$ cat config.mk
export PLATFORM = sky130hd
export DESIGN_NAME = z80fi_insn_check
export DESIGN_NICKNAME = d
export VERILOG_FILES = /design/src/hdl/z80fi_pkg.sv /design/src/hdl/z80fi_insn_check.sv
export SDC_FILE = /design/constraint.sdc
export NUM_CORES = 1
export LEC_CHECK = 0
export ABC_AREA = 1
export BUFFER_PORTS_ARGS = -buffer_cell sky130_fd_sc_hd__buf_4
export CORE_ASPECT_RATIO = 0.75
export CORE_MARGIN = 4
export CORE_UTILIZATION = 40
export CTS_BUF_LIST = sky130_fd_sc_hd__clkbuf_2 sky130_fd_sc_hd__clkbuf_4 sky130_fd_sc_hd__clkbuf_8
export CTS_CLUSTER_DIAMETER = 30
export DETAILED_ROUTE_END_ITERATION = 7
export GPL_TIMING_DRIVEN = 0
export MAX_ROUTING_LAYER = met4
export PLACE_DENSITY = 0.77
export SLEW_MARGIN = 20
export SYNTH_ARGS = -nofsm -noshare
export SYNTH_HDL_FRONTEND = slang
export SYNTH_SLANG_ARGS = --single-unit
$ cat constraint.sdc
create_clock -name clock -period 1.56 [get_ports clock]
set_input_delay 0.312 -clock clock [delete_from_list [all_inputs] [get_ports clock]]
set_output_delay 0.312 -clock clock [all_outputs]
set_load 0.03 [all_outputs]
$ cat src/hdl/z80fi_pkg.sv
// Z80 formal interface definitions for the indexed CB group checker.
// Instruction field positions, flag numbers, spec and mismatch bits.

`default_nettype none

package z80fi_pkg;

    localparam logic [2:0] insn_len_idx_cb = 3'd4; // DD/FD CB d op.

    // Byte lanes of the 32-bit instruction word.
    localparam int insn_op_lsb     = 24;
    localparam int insn_d_lsb      = 16;
    localparam int insn_cb_lsb     = 8;
    localparam int insn_prefix_lsb = 0;
    localparam int insn_iy_bit     = 5; // Set for FD.

    localparam logic [7:0] prefix_cb                 = 8'hCB;
    localparam logic [7:0] prefix_ix_iy_mask_pattern = 8'b11011101; // Bit 5 free.

    localparam logic [2:0] flag_s_num = 3'd7;
    localparam logic [2:0] flag_z_num = 3'd6;
    localparam logic [2:0] flag_5_num = 3'd5;
    localparam logic [2:0] flag_h_num = 3'd4;
    localparam logic [2:0] flag_3_num = 3'd3;
    localparam logic [2:0] flag_v_num = 3'd2;
    localparam logic [2:0] flag_n_num = 3'd1;
    localparam logic [2:0] flag_c_num = 3'd0;

    // Results an instruction defines.
    localparam logic [1:0] spec_reg_ip = 2'd0;
    localparam logic [1:0] spec_reg_f  = 2'd1;
    localparam logic [1:0] spec_mem_rd = 2'd2;
    localparam logic [1:0] spec_mem_wr = 2'd3;

    localparam logic [2:0] mis_ip    = 3'd0;
    localparam logic [2:0] mis_f     = 3'd1;
    localparam logic [2:0] mis_rd    = 3'd2;
    localparam logic [2:0] mis_wr    = 3'd3;
    localparam logic [2:0] mis_addr  = 3'd4;
    localparam logic [2:0] mis_wdata = 3'd5;

    localparam int err_count_width = 16;

    // One on even parity, as the Z80 P/V flag.
    function automatic logic parity8(input logic [7:0] b);
        return ~^b;
    endfunction

endpackage

`default_nettype wire
$ cat src/hdl/z80fi_insn_check.sv
// Instruction result checker.
// Compares CPU results with the selected spec and registers the verdict,
// per-field mismatch flags and a saturating error count.

`timescale 1ns/1ps
`default_nettype none

module z80fi_insn_check (
    input  logic        clock,
    input  logic        reset,
    input  logic        z80fi_valid,
    input  logic [7:0]  z80fi_reg_f_in,
    input  logic [15:0] z80fi_reg_ip_out,
    input  logic [7:0]  z80fi_reg_f_out,
    input  logic        z80fi_mem_rd,
    input  logic        z80fi_mem_wr,
    input  logic [15:0] z80fi_mem_raddr,
    input  logic [15:0] z80fi_mem_waddr,
    input  logic [7:0]  z80fi_mem_wdata,
    input  logic        sel_valid,
    input  logic        sel_conflict,
    input  logic [3:0]  sel_signals,
    input  logic [15:0] sel_mem_raddr,
    input  logic [15:0] sel_mem_waddr,
    input  logic [7:0]  sel_mem_wdata,
    input  logic [7:0]  sel_reg_f_out,
    input  logic [15:0] sel_reg_ip_out,
    output logic        check_valid,
    output logic        check_ok,
    output logic        check_unknown,
    output logic        check_conflict,
    output logic [5:0]  mismatch,
    output logic [z80fi_pkg::err_count_width-1:0] error_count
);
    import z80fi_pkg::*;

    logic [5:0] mis_now;
    logic       want_rd, want_wr, unknown, fail;

    assign want_rd = sel_signals[spec_mem_rd];
    assign want_wr = sel_signals[spec_mem_wr];
    assign unknown = !sel_valid && !sel_conflict; // Nothing claimed it.

    // Field compare, only meaningful with exactly one spec.
    always_comb begin
        mis_now            = 6'b0;
        mis_now[mis_ip]    = sel_signals[spec_reg_ip] && z80fi_reg_ip_out != sel_reg_ip_out;
        mis_now[mis_f]     = sel_signals[spec_reg_f] ? z80fi_reg_f_out != sel_reg_f_out :
                                                       z80fi_reg_f_out != z80fi_reg_f_in;
        mis_now[mis_rd]    = z80fi_mem_rd != want_rd;
        mis_now[mis_wr]    = z80fi_mem_wr != want_wr;
        mis_now[mis_addr]  = (want_rd && z80fi_mem_raddr != sel_mem_raddr) ||
                             (want_wr && z80fi_mem_waddr != sel_mem_waddr);
        mis_now[mis_wdata] = want_wr && z80fi_mem_wdata != sel_mem_wdata;
        if (!sel_valid)
            mis_now = 6'b0;
    end

    assign fail = z80fi_valid && ((|mis_now) || !sel_valid);

    always_ff @(posedge clock) begin
        if (reset) begin
            check_valid    <= 1'b0;
            check_ok       <= 1'b0;
            check_unknown  <= 1'b0;
            check_conflict <= 1'b0;
            mismatch       <= 6'b0;
            error_count    <= '0;
        end else begin
            check_valid    <= z80fi_valid;
            check_ok       <= z80fi_valid && sel_valid && mis_now == 6'b0;
            check_unknown  <= z80fi_valid && unknown;
            check_conflict <= z80fi_valid && sel_conflict;
            mismatch       <= z80fi_valid ? mis_now : 6'b0;
            if (fail && error_count != {err_count_width{1'b1}})
                error_count <= error_count + 1'b1; // Saturates.
        end
    end

endmodule

`default_nettype wire

==> results of run 1 <==
## cells by family after synthesis
kind of cell	after synthesis
fa+ha+maj	1
buf+inv	107
flops	26
compound gates	2
xor+xnor	36
simple gates	304
## routing by layer
layer / vias up / part of all wire
met5: - / 0
met4: 0 / 0.016
met3: 12 / 0.077
met2: 138 / 0.51
met1: 1451 / 0.40
li1: 1784 / -
## worst max-delay path: cells and delay by family (launching register included)
kind	cells	cell delay [ps]
adder cells (fa/ha/maj)	1	130
flip-flops	1	380
buffers and inverters	2	210
AND/OR/NAND/NOR	7	980
## worst paths after layout
check               endpoint  slack (ps)
max reg2reg  error_count[12]        -220
min reg2reg   error_count[8]         540
max          error_count[12]        -220
min            check_unknown         190
## per-stage QoR
step / instance area, sq um / utilization
floorplan: 2680 / -
global placement: 4060 / 0.643
detailed placement: 4060 / 0.643
CTS: 4230 / 0.669
global route: 4240 / 0.671
finish: 4240 / 0.671
## flip-flops by register name (all words and copies together) (netlist names)
signal,flops
check_unknown,1
error_count,16
check_conflict,1
check_ok,1
mismatch,6
check_valid,1
## placed cells by master, fill, tap and decap left out
master                     netlist  layout
sky130_fd_sc_hd__a21oi_1         2       2
sky130_fd_sc_hd__buf_1           1       1
sky130_fd_sc_hd__buf_2           1       1
sky130_fd_sc_hd__buf_4           0     180
sky130_fd_sc_hd__buf_6           4       4
sky130_fd_sc_hd__buf_8           0       1
sky130_fd_sc_hd__clkbuf_1        2       2
sky130_fd_sc_hd__clkbuf_8        0       4
sky130_fd_sc_hd__clkinv_1       14      10
sky130_fd_sc_hd__clkinv_2        0       3
sky130_fd_sc_hd__dfxtp_1        26      20
sky130_fd_sc_hd__dfxtp_2         0       4
sky130_fd_sc_hd__dfxtp_4         0       2
sky130_fd_sc_hd__ha_4            0       1
sky130_fd_sc_hd__inv_1          84      83
sky130_fd_sc_hd__inv_2           0       2
sky130_fd_sc_hd__inv_8           0       1
sky130_fd_sc_hd__nand2_1       167     163
sky130_fd_sc_hd__nand2_2         3       7
sky130_fd_sc_hd__nand3_1        21      19
sky130_fd_sc_hd__nand3_2         0       1
sky130_fd_sc_hd__nand3_4         0       1
sky130_fd_sc_hd__nand3b_1        3       3
sky130_fd_sc_hd__nand3b_4        0       1
sky130_fd_sc_hd__nand4_1        20      20
sky130_fd_sc_hd__nor2_1         57      55
sky130_fd_sc_hd__nor2_2         19      20
sky130_fd_sc_hd__nor2_4          0       1
sky130_fd_sc_hd__nor3_1         10       6
sky130_fd_sc_hd__nor3_2          0       4
sky130_fd_sc_hd__nor4_1          3       1
sky130_fd_sc_hd__nor4_2          0       2
sky130_fd_sc_hd__xnor2_1         7       7
sky130_fd_sc_hd__xor2_1         29      29
## timing repair
action	4_1_cts	5_1_grt
setup endpoints to repair	16	16
setup buffers	9	1
gates resized for setup	13	2
pin swaps	19	8
## area by class of cell
cell class                 count  area, sq um  share of cell area
buffer                         8         65.1              0.0153
multi-input combinational    343         1740               0.410
timing repair buffer         181         1360               0.321
clock buffer                   4         55.1              0.0130
tap                           81          101              0.0239
sequential                    26          533               0.126
inverter                      99          383              0.0903
## where the power goes
part / leakage, nW / switching (mW) / internal, mW
clock network: 0.0288 / 0.224 / 0.226
registers: 0.214 / 0.0140 / 0.679
logic: 2.21 / 0.328 / 0.408
total: 2.45 / 0.566 / 1.31
==> out/results.env, run 1 <==
LEAKAGE_POWER_nW=2.45
PLACE.GP.CONGESTION=0.912
SYNTH-EDFF-COUNT=0
CRITPATHMAXFANOUT=4
HOLD_VIOLATIONS=0
HP-CLASS='in -> reg'
CRITICAL_PATH.SLOWEST_CELL='sky130_fd_sc_hd__dfxtp_4'
YOSYSTOPAREACELLSHARE=0.240
FINALCRITPERIODSHARE=1.14
POSTSYNTHAREAPERCELL_SQ_UM=5.48
CTS_SINKS=26
GRT_OVERALL_USAGE=0.224
SYNTH_CELLS=476
SYNTH_TOP_CELLS_BY_AREA='sky130_fd_sc_hd__nand2_1 (24%), sky130_fd_sc_hd__dfxtp_1 (20%), sky130_fd_sc_hd__inv_1 (12%)'
DIE_Y_UM=77.9
YS_ASYNC_SR_FRACTION=0
CRIT_PATH_CELL_TRACE='ha_4, nand2_2, nor2_2, nand2_2, buf_4, nor4_1, nand3_1, nand2_1, clkinv_1, nor2_2'
INSERTION_DELAY_PS=280
LAYOUT-DRIVE-GT1-SHARE=0.363
USE_MET2=0.403
GRT_MAX_DEGREE=15
GRT-BUSIEST-LAYER='met2'
MIN-DELAY-START='sel_conflict'
SYN_AREA_SQ_MM=0.00261
YS_SEQ_AREA_FRAC=0.200
SYNTHMUXAREASHARE=0
PLACEMENT_ROWS=25
SLEW-LIMIT-HEADROOM=0.661
WL_PER_CELL_UM=11.7
SETUP_REPAIR_AFTER_GLOBAL_ROUTING_MISSED_ITS_MARGIN='yes'
ANT_NETS=0
CLKTRANSATPATHREGS_PS=90
BOUNDARYPINS=173
YOSYS_WARNINGS=0
GROUTE.LAYER.MET1.USAGE=0.260
FIRST_GLOBAL_VIAS=3302
FLOORPLAN.DIE.WIDTH_UM=101
SYNTH_CELL_TYPE_COUNT=22
CTS-ROOT-TO-SINK-BUFFERS=2
GLOBALROUTEOVERFLOWTOTAL=0
MAX_FREQ_GHz=0.562
SYNTH_COMMON_CELLS='sky130_fd_sc_hd__nand2_1 (167), sky130_fd_sc_hd__inv_1 (84), sky130_fd_sc_hd__nor2_1 (57), sky130_fd_sc_hd__xor2_1 (29), sky130_fd_sc_hd__dfxtp_1 (26)'
SETUP_VIOL=15
GRT_PASS1_WL_MM=14.2
MAX_SLEW_VIOLATIONS=0
TIMING.FINAL.WS_SETUP_PS=-218
START_KIND='flip-flop'
AREA_DELTA_SYNTH_FINAL_PCT=62.6
CP_DATA_ARRIVAL_TIME_PS=2000
WORST_PIN_SLEW_PS=508
POST-ROUTE-DRC-COUNT=0
ANTENNA_CELLS=0
POSTSYNTH.TOPFLOPCELL='sky130_fd_sc_hd__dfxtp_1'
CORE_SQ_MM=0.00632
PLACE.DETAILED.INSTANCES=728
CTS-BUFFERS-INSERTED=3
WHS_PATH_DEPTH=2
TIMING.CLOCK.SKEW_PS=4.10
SYN-NUM-NETS=624
DP.FINAL_HPWL_MM=7.31
SORT_OF_ELEMENT_AT_THE_END_OF_THE_CRITICAL_PATH='flip-flop'
IO_BUFFERS=171
CAP_VIOL_MAX_COUNT=0
CTS.HTREE.LEVELS=1
DRT_ITER0_DRC=166
DRT-PASS1-ITER-COUNT=4
ROUTED_WIRELENGTH_MM=8.65
DP_WORST_SETUP_SLACK_PS=-265
SYNTH_TOP_FAMILY_BY_AREA='simple AND/OR/NAND/NOR gates'
TRITONCTS_CLOCK_TREE='yes'
WORSTSETUPPATHTYPE='reg -> reg'
POWER_DENSITY_mW_PER_MM2=443
R2R.WORST_PATH.CELLS=10
HOLD_SLACK_PS=194
DIE_AREA_SQ_MM=0.00789
FINAL_INSTANCE_COUNT_WITHOUT_FILLER_CELLS=742
CRIT_PATH_START='error_count[0]'
GRT_ANTENNA_BEFORE_REPAIR=0
WORST_PATH_LARGEST_CELL_DELAY_PS=380
CTS-ROOT-BUF='sky130_fd_sc_hd__clkbuf_8'
WORST_R2R_STARTPOINT='error_count[0]'
SYNTH_ADDER_AREA_SHARE=0.00480
FILLER_CELL_COUNT=592
VIA_PER_INST=4.56
INITIAL_UTILIZATION=0.413
POST-ROUTE-MIN-PERIOD_PS=1780
SYNTH_COMPOUND_GATE_AREA_SHARE=0.00384
SYNTH_TOP_AREA_CELL='sky130_fd_sc_hd__nand2_1'
TOTAL_NEGATIVE_SLACK_PS=-1540
SYNTH_XOR_AREA_FRAC=0.121
CRIT_REQUIRED_PS=1780
FAILED_CHECKS='setup timing'
MAX-VDD-IR-DROP_uV=338
NUMBER_OF_SYNTHESIZED_REGISTER_BITS=26
TOTAL_POWER_DRAW_mW=1.88
FINISH.NET_COUNT=810
CTS_HOLD_REPAIR.BUFFERS=0
DETAILROUTE.VIA_COUNT=3385
COUNT_LEADER_SYNTH='sky130_fd_sc_hd__nand2_1'
YOSYS.AREA_SHARE.SIMPLE=0.503
GROUTE.LAYER.MET3.USAGE=0.0350
STATUS='finished with violations'
(Power assumes the default switching activity.)
==> run 2, diff against run 1 <==
ABC_AREA = 0   (was 1)
CORE_UTILIZATION = 36   (was 40)
==> run 2 against run 1 <==
Against the previous run: the run still ends with setup timing left; clock power rose by 28%; critical path depth fell by 2; core utilization rose by 7.6 points; cell count fell by 33%; via count fell by 26%; combinational power fell by 4.9%; highest routed layer unchanged.
==> out/results.env, run 2 <==
HOLD_VIOLATIONS=0
IO_BUFFERS=171
SYNTH_COMPOUND_GATE_AREA_SHARE=0.0682
CLKTRANSATPATHREGS_PS=100
YOSYS.AREA_SHARE.SIMPLE=0.259
CRIT_PATH_CELL_TRACE='ha_4, and3_4, and3_4, nand4_1, nand2_4, buf_6, or4b_4, a21oi_2'
YOSYS_WARNINGS=0
SYNTH_TOP_AREA_CELL='sky130_fd_sc_hd__dfxtp_1'
TOP_REGS='error_count: 16 flops, mismatch: 6 flops'
COUNT_LEADER_SYNTH='sky130_fd_sc_hd__xnor2_1'
CTS-BUFFERS-INSERTED=3
DIE_AREA_SQ_MM=0.00683
SYNTH_XOR_AREA_FRAC=0.289
HP-CLASS='in -> reg'
DRT-PASS1-ITER-COUNT=4
SORT_OF_ELEMENT_AT_THE_END_OF_THE_CRITICAL_PATH='flip-flop'
POSTSYNTH.TOPFLOPCELL='sky130_fd_sc_hd__dfxtp_1'
NUMBER_OF_SYNTHESIZED_REGISTER_BITS=26
AREA_DELTA_SYNTH_FINAL_PCT=100
TIMING.CLOCK.SKEW_PS=9.28
BOUNDARYPINS=173
CTS_SINKS=26
INSERTION_DELAY_PS=280
SETUP_REPAIR_AFTER_GLOBAL_ROUTING_MISSED_ITS_MARGIN='yes'
LAYOUT_COMMONEST_CELL='sky130_fd_sc_hd__buf_4'
PLACE.GP.CONGESTION=0.834
CP.BUFFERS_INVERTERS=1
SETUP_VIOL=16
POWER_DENSITY_mW_PER_MM2=489
VIA_PER_INST=5.00
SYNTH_TOP_CELLS_BY_AREA='sky130_fd_sc_hd__dfxtp_1 (26%), sky130_fd_sc_hd__xnor2_1 (22%), sky130_fd_sc_hd__xor2_1 (7.0%)'
POSTSYNTHAREAPERCELL_SQ_UM=8.77
GRT_PASS1_WL_MM=12.1
FILLER_CELL_COUNT=402
GRT_ANTENNA_BEFORE_REPAIR=0
INITIAL_UTILIZATION=0.374
TOTAL_POWER_DRAW_mW=1.96
LAYOUT-DRIVE-GT1-SHARE=0.598
DETAILROUTE.VIA_COUNT=2500
FAILED_CHECKS='setup timing'
MAX-VDD-IR-DROP_uV=364
SYNTH-EDFF-COUNT=0
STATUS='finished with violations'
CTS-ROOT-BUF='sky130_fd_sc_hd__clkbuf_8'
CRITICAL_PATH.SLOWEST_CELL='sky130_fd_sc_hd__or4b_4'
ROUTED_WIRELENGTH_MM=8.36
LARGEST-REGISTER='error_count'
SYN_AREA_SQ_MM=0.00200
GLOBALROUTEOVERFLOWTOTAL=0
SYNTH_TOP_FAMILY_BY_AREA='XOR/XNOR gates'
FLOORPLAN.DIE.WIDTH_UM=94.1
LEAKAGE_POWER_nW=1.76
SYNTHMUXAREASHARE=0.0907
SYN-NUM-NETS=376
FINALCRITPERIODSHARE=1.27
CTS.HTREE.LEVELS=1
CRIT_REQUIRED_PS=1780
TOTAL_NEGATIVE_SLACK_PS=-6170
WORSTSETUPPATHTYPE='reg -> reg'
SYNTH_CELLS=228
GRT_OVERALL_USAGE=0.233
WORST_PATH_LARGEST_CELL_DELAY_PS=480
SYNTH_CELL_TYPE_COUNT=35
CP_DATA_ARRIVAL_TIME_PS=2200
FIRST_GLOBAL_VIAS=2658
CTS_HOLD_REPAIR.BUFFERS=0
POST-ROUTE-MIN-PERIOD_PS=1980
TRITONCTS_CLOCK_TREE='yes'
CRITICAL-PATH-TOP-CELL-BY-COUNT='sky130_fd_sc_hd__and3_4'
START_KIND='flip-flop'
GRT_MAX_DEGREE=16
DRT_ITER0_DRC=86
CAP_VIOL_MAX_COUNT=0
CP_TOP_FAMILY='simple AND/OR/NAND/NOR gates'
MOST-COMMON-LAYOUT-CELLS='sky130_fd_sc_hd__buf_4 (184), sky130_fd_sc_hd__xnor2_1 (45), sky130_fd_sc_hd__dfxtp_1 (21)'
DP.FINAL_HPWL_MM=6.36
SYNTH_ADDER_AREA_SHARE=0.00625
LARGEST_REGISTER_FFS=16
SLEW-LIMIT-HEADROOM=0.640
CTS-ROOT-TO-SINK-BUFFERS=2
PLACEMENT_ROWS=23
YS_ASYNC_SR_FRACTION=0
YOSYSTOPAREACELLSHARE=0.260
CORE_SQ_MM=0.00535
WL_PER_CELL_UM=16.7
WORST_PIN_SLEW_PS=540
FINISH.NET_COUNT=574
TIMING.FINAL.WS_SETUP_PS=-424
MAX_SLEW_VIOLATIONS=0
ANT_NETS=0
CRITPATHMAXFANOUT=7
DIE_Y_UM=72.6
POST-ROUTE-DRC-COUNT=0
MAX_FREQ_GHz=0.504
YS_SEQ_AREA_FRAC=0.260
ANTENNA_CELLS=0
SYNTH_COMMON_CELLS='sky130_fd_sc_hd__xnor2_1 (50), sky130_fd_sc_hd__dfxtp_1 (26), sky130_fd_sc_hd__xor2_1 (16), sky130_fd_sc_hd__nand4_1 (14), sky130_fd_sc_hd__nor2_1 (13)'
-- run 2: cell types whose count changed in the layout (fill, tap and decap cells not counted), sizes merged, moves of 15 or more --
cell and change:
nand2 -159, inv -84, nor2 -63, xnor2 +43
nand3 -15
-- run 2: cell type report --
cell class	count	area, sq um	area share
Clock buffer	3	41.3	0.0103
Timing Repair Buffer	194	1490	0.373
Sequential cell	26	534	0.134
Tap cell	75	93.8	0.0235
Buffer	7	97.6	0.0244
Multi-Input combinational cell	192	1700	0.426
Inverter	2	7.51	0.00188
Clock inverter	1	30.0	0.00750
-- run 2: path summary, 6_finish.rpt --
path | to | slack, ps | start | cells after the start
worst max register to register | error_count[11] | -420 | error_count[1] | 8
worst min-delay path | check_unknown | 200 | sel_conflict | 2
worst min register to register | error_count[15] | 520 | error_count[15] | 2
worst max-delay path | error_count[11] | -420 | error_count[1] | 8
-- run 2: cells by family after synthesis --
| logic type | after synthesis |
|---|---|
| AO/OA/AOI/OAI | 21 |
| adder cells (fa/ha/maj) | 1 |
| multiplexers | 15 |
| buffers and inverters | 10 |
| AND/OR/NAND/NOR | 89 |
| XOR/XNOR | 66 |
| flip-flops | 26 |
-- run 2: stage by stage --
stage | setup WS [ps] | std cells | util | instance area [sq um] | hold WS [ps]
2_1_floorplan | -500 | 228 | - | 2090 | 387
3_3_place_gp | -918 | 474 | 0.648 | 3470 | 484
3_5_place_dp | -907 | 474 | 0.648 | 3470 | 494
4_1_cts | -449 | 498 | 0.709 | 3800 | 198
5_1_grt | -511 | 500 | 0.748 | 4000 | 216
6_report | -424 | 500 | 0.748 | 4000 | 202
-- run 2: timing repair --
item,4_1_cts,5_1_grt
gates resized for setup,23,35
pin swaps,12,24
setup endpoints to repair,16,17
cloned,4,0
setup buffers,17,2
-- run 2: power breakdown --
part | switching, mW | internal [mW] | total [mW]
registers | 0.00671 | 0.673 | 0.680
logic | 0.270 | 0.430 | 0.700
clock network | 0.234 | 0.344 | 0.578
-- run 2: layer usage --
| metal | GRT usage | wire length [um] | up-vias |
|---|---|---|---|
| li1 | - | - | 1207 |
| met1 | 0.260 | 3150 | 1181 |
| met2 | 0.445 | 4680 | 104 |
| met3 | 0.0394 | 465 | 8 |
| met4 | 0.0321 | 69 | 0 |
| met5 | - | 0 | - |
==> run 3, diff against run 2 <==
CELL_PAD_IN_SITES_DETAIL_PLACEMENT = 0   (was default)
CELL_PAD_IN_SITES_GLOBAL_PLACEMENT = 1   (was default)
CORE_UTILIZATION = 24   (was 36)
MAX_ROUTING_LAYER = default   (was met4)
PLACE_DENSITY = 0.82   (was 0.77)
==> run 3 against run 2 <==
Against the previous run: the run still ends with setup timing left; die area grew 45%; power shrank 7.0%; core utilization shrank 25 points; clock power shrank 20%; clock skew shrank 0.81 ps; cell area grew 0.16%; combinational power shrank 3%; register-to-register slack is essentially flat; routed wire length shrank 7.4%; sequential share of layout area is essentially flat; clock-buffer cell count grew 1; first-iteration DRC count shrank 45%; critical endpoint is now error_count[8].
==> out/results.env, run 3 (same netlist as run 2, synthesis figures left out) <==
INSERTION_DELAY_PS=280
TOTAL_NEGATIVE_SLACK_PS=-6010
SEQ_POWER_SHARE=0.373
SWITCHINGPOWER_mW=0.493
LARGEST_REGISTER_FFS=16
LAYOUT_COMMONEST_CELL='sky130_fd_sc_hd__buf_4'
GRT_MAX_DEGREE=15
TIMING.FINAL.WS_SETUP_PS=-415
CTS_SINKS=26
DRT_ITER0_DRC=47
PLACE.GP.CONGESTION=0.778
CRIT_REQUIRED_PS=1740
MAX_SLEW_VIOLATIONS=0
GLOBALROUTEOVERFLOWTOTAL=0
SETUP.REG_TO_REG.WORST_SLACK_PS=-410
CTS-ROOT-BUF='sky130_fd_sc_hd__clkbuf_8'
IO_BUFFERS=171
CTS_HOLD_REPAIR.BUFFERS=0
DIE_AREA_SQ_MM=0.00988
MOST-COMMON-LAYOUT-CELLS='sky130_fd_sc_hd__buf_4 (186), sky130_fd_sc_hd__xnor2_1 (49), sky130_fd_sc_hd__dfxtp_1 (20)'
DRT-PASS1-ITER-COUNT=4
VIA_PER_INST=4.54
PLACED_AREA_SQ_MM=0.00351
STATUS='finished with violations'
MAX-VDD-IR-DROP_uV=275
GRT_ANTENNA_BEFORE_REPAIR=0
FINALCRITPERIODSHARE=1.27
SETUP_REPAIR_AFTER_GLOBAL_ROUTING_MISSED_ITS_MARGIN='yes'
FIRST_GLOBAL_VIAS=2586
START_KIND='input port'
WORSTSETUPPATHTYPE='in -> reg'
CTS-ROOT-TO-SINK-BUFFERS=2
BOUNDARYPINS=173
DP_WORST_SETUP_SLACK_PS=-1100
ANT_NETS=0
POST-ROUTE-DRC-COUNT=0
GRT_OVERALL_USAGE=0.154
TOTAL_POWER_DRAW_mW=1.82
TIMING.CLOCK.SKEW_PS=8.47
FAILED_CHECKS='setup timing'
FLOORPLAN.DIE.WIDTH_UM=113
LAYOUT.CORE_UTILIZATION=0.502
TRITONCTS_CLOCK_TREE='yes'
CRIT_PATH_CELL_TRACE='buf_4, xor2_1, nor4_2, nand4_1, and3_4, nor4_4, buf_6, buf_8, nor3_2, mux2_4'
WL_PER_CELL_UM=14.5
FINISH.NET_COUNT=577
AREA_DELTA_SYNTH_FINAL_PCT=100
PLACEMENT_ROWS=28
SORT_OF_ELEMENT_AT_THE_END_OF_THE_CRITICAL_PATH='flip-flop'
CTS.HTREE.LEVELS=1
TOP_REGS='error_count: 16 flops, mismatch: 6 flops'
LARGEST-REGISTER='error_count'
POSTLAYOUTCELLAREA_SQ_MM=0.00401
CTS-BUFFERS-INSERTED=3
R2R.WORST_PATH.CELLS=8
MAX_FREQ_GHz=0.506
GRT_PASS1_WL_MM=12.3
SETUP_VIOL=17
INITIAL_UTILIZATION=0.250
CLKPWRFRAC=0.253
HP-CLASS='in -> reg'
CRITPATHMAXFANOUT=7
DETAILROUTE.VIA_COUNT=2419
ROUTED_WIRELENGTH_MM=7.74
LAYOUT-DRIVE-GT1-SHARE=0.591
DIE_Y_UM=87.1
HOLD_VIOLATIONS=0
P_COMB_FRAC=0.374
WHS_PATH_DEPTH=2
CORE_SQ_MM=0.00799
ANTENNA_CELLS=0
INTERNAL_POWER_COMPONENT_mW=1.33
WORST_PIN_SLEW_PS=536
CRITICAL_PATH.SLOWEST_CELL='sky130_fd_sc_hd__nor4_2'
DP.FINAL_HPWL_MM=6.20
POWER_DENSITY_mW_PER_MM2=454
CLKTRANSATPATHREGS_PS=100
CP_DATA_ARRIVAL_TIME_PS=2150
CAP_VIOL_MAX_COUNT=0
WORST_PATH_LARGEST_CELL_DELAY_PS=320
LEAKAGE_POWER_nW=1.77
POST-ROUTE-MIN-PERIOD_PS=1980
SLEW-LIMIT-HEADROOM=0.643
SWSHARE=0.271
## run 3: cell types whose count changed in the layout (fill, tap and decap cells not counted), sizes merged
cell    change
bufinv      -1
buf         +4
## run 3: final timing paths
path | end | start
hold / removal | check_unknown | sel_conflict
hold reg to reg | error_count[14] | error_count[14]
setup reg to reg | error_count[7] | error_count[8]
setup / recovery | error_count[8] | z80fi_reg_ip_out[13]
## run 3: power by group through the flow
| stage | clock, mW | sequential [mW] | combinational [mW] |
|---|---|---|---|
| CTS | 0.473 | 0.679 | 0.682 |
| floorplan | 0 | 0.723 | 0.231 |
| global placement | 0 | 0.700 | 0.613 |
| detailed placement | 0 | 0.699 | 0.626 |
| global route | 0.504 | 0.681 | 0.739 |
| finish | 0.460 | 0.679 | 0.681 |
## run 3: layout make-up
class,instances,area (sq um)
inverters,2,7.51
fillers,776,3980
flip-flops and latches,26,536
plain buffers,6,81.3
repair buffers,198,1570
multi-input cells,192,1630
clock buffers,4,55.1
well taps,105,131
## run 3: what timing repair did
item / CTS / global route
buffers inserted: 25 / 1
hold endpoints to repair: 0 / 0
cloned: 3 / 0
endpoints found under the setup margin: 17 / 19
gates resized for setup: 35 / 13
pin swaps: 24 / 9
## run 3: metrics by stage
step,hold WS (ps),instances
6_report,195,533
5_1_grt,184,533
4_1_cts,184,534
3_5_place_dp,486,504
3_3_place_gp,482,504
2_1_floorplan,387,228
## run 3: per-layer routing
layer | share of wire | GRT usage
met1 | 0.41 | 0.185
met3 | 0.067 | 0.0319
met4 | 0.0071 | 0.0207
met5 | 0 | 0
met2 | 0.52 | 0.289
## run 3: worst max-delay path, delay by kind of cell
family                    cells  cell delay [ps]
and+or+nand+nor               5              980
xor gates and xnor gates      1              140
buffers and inverters         3              430
muxes                         1              290
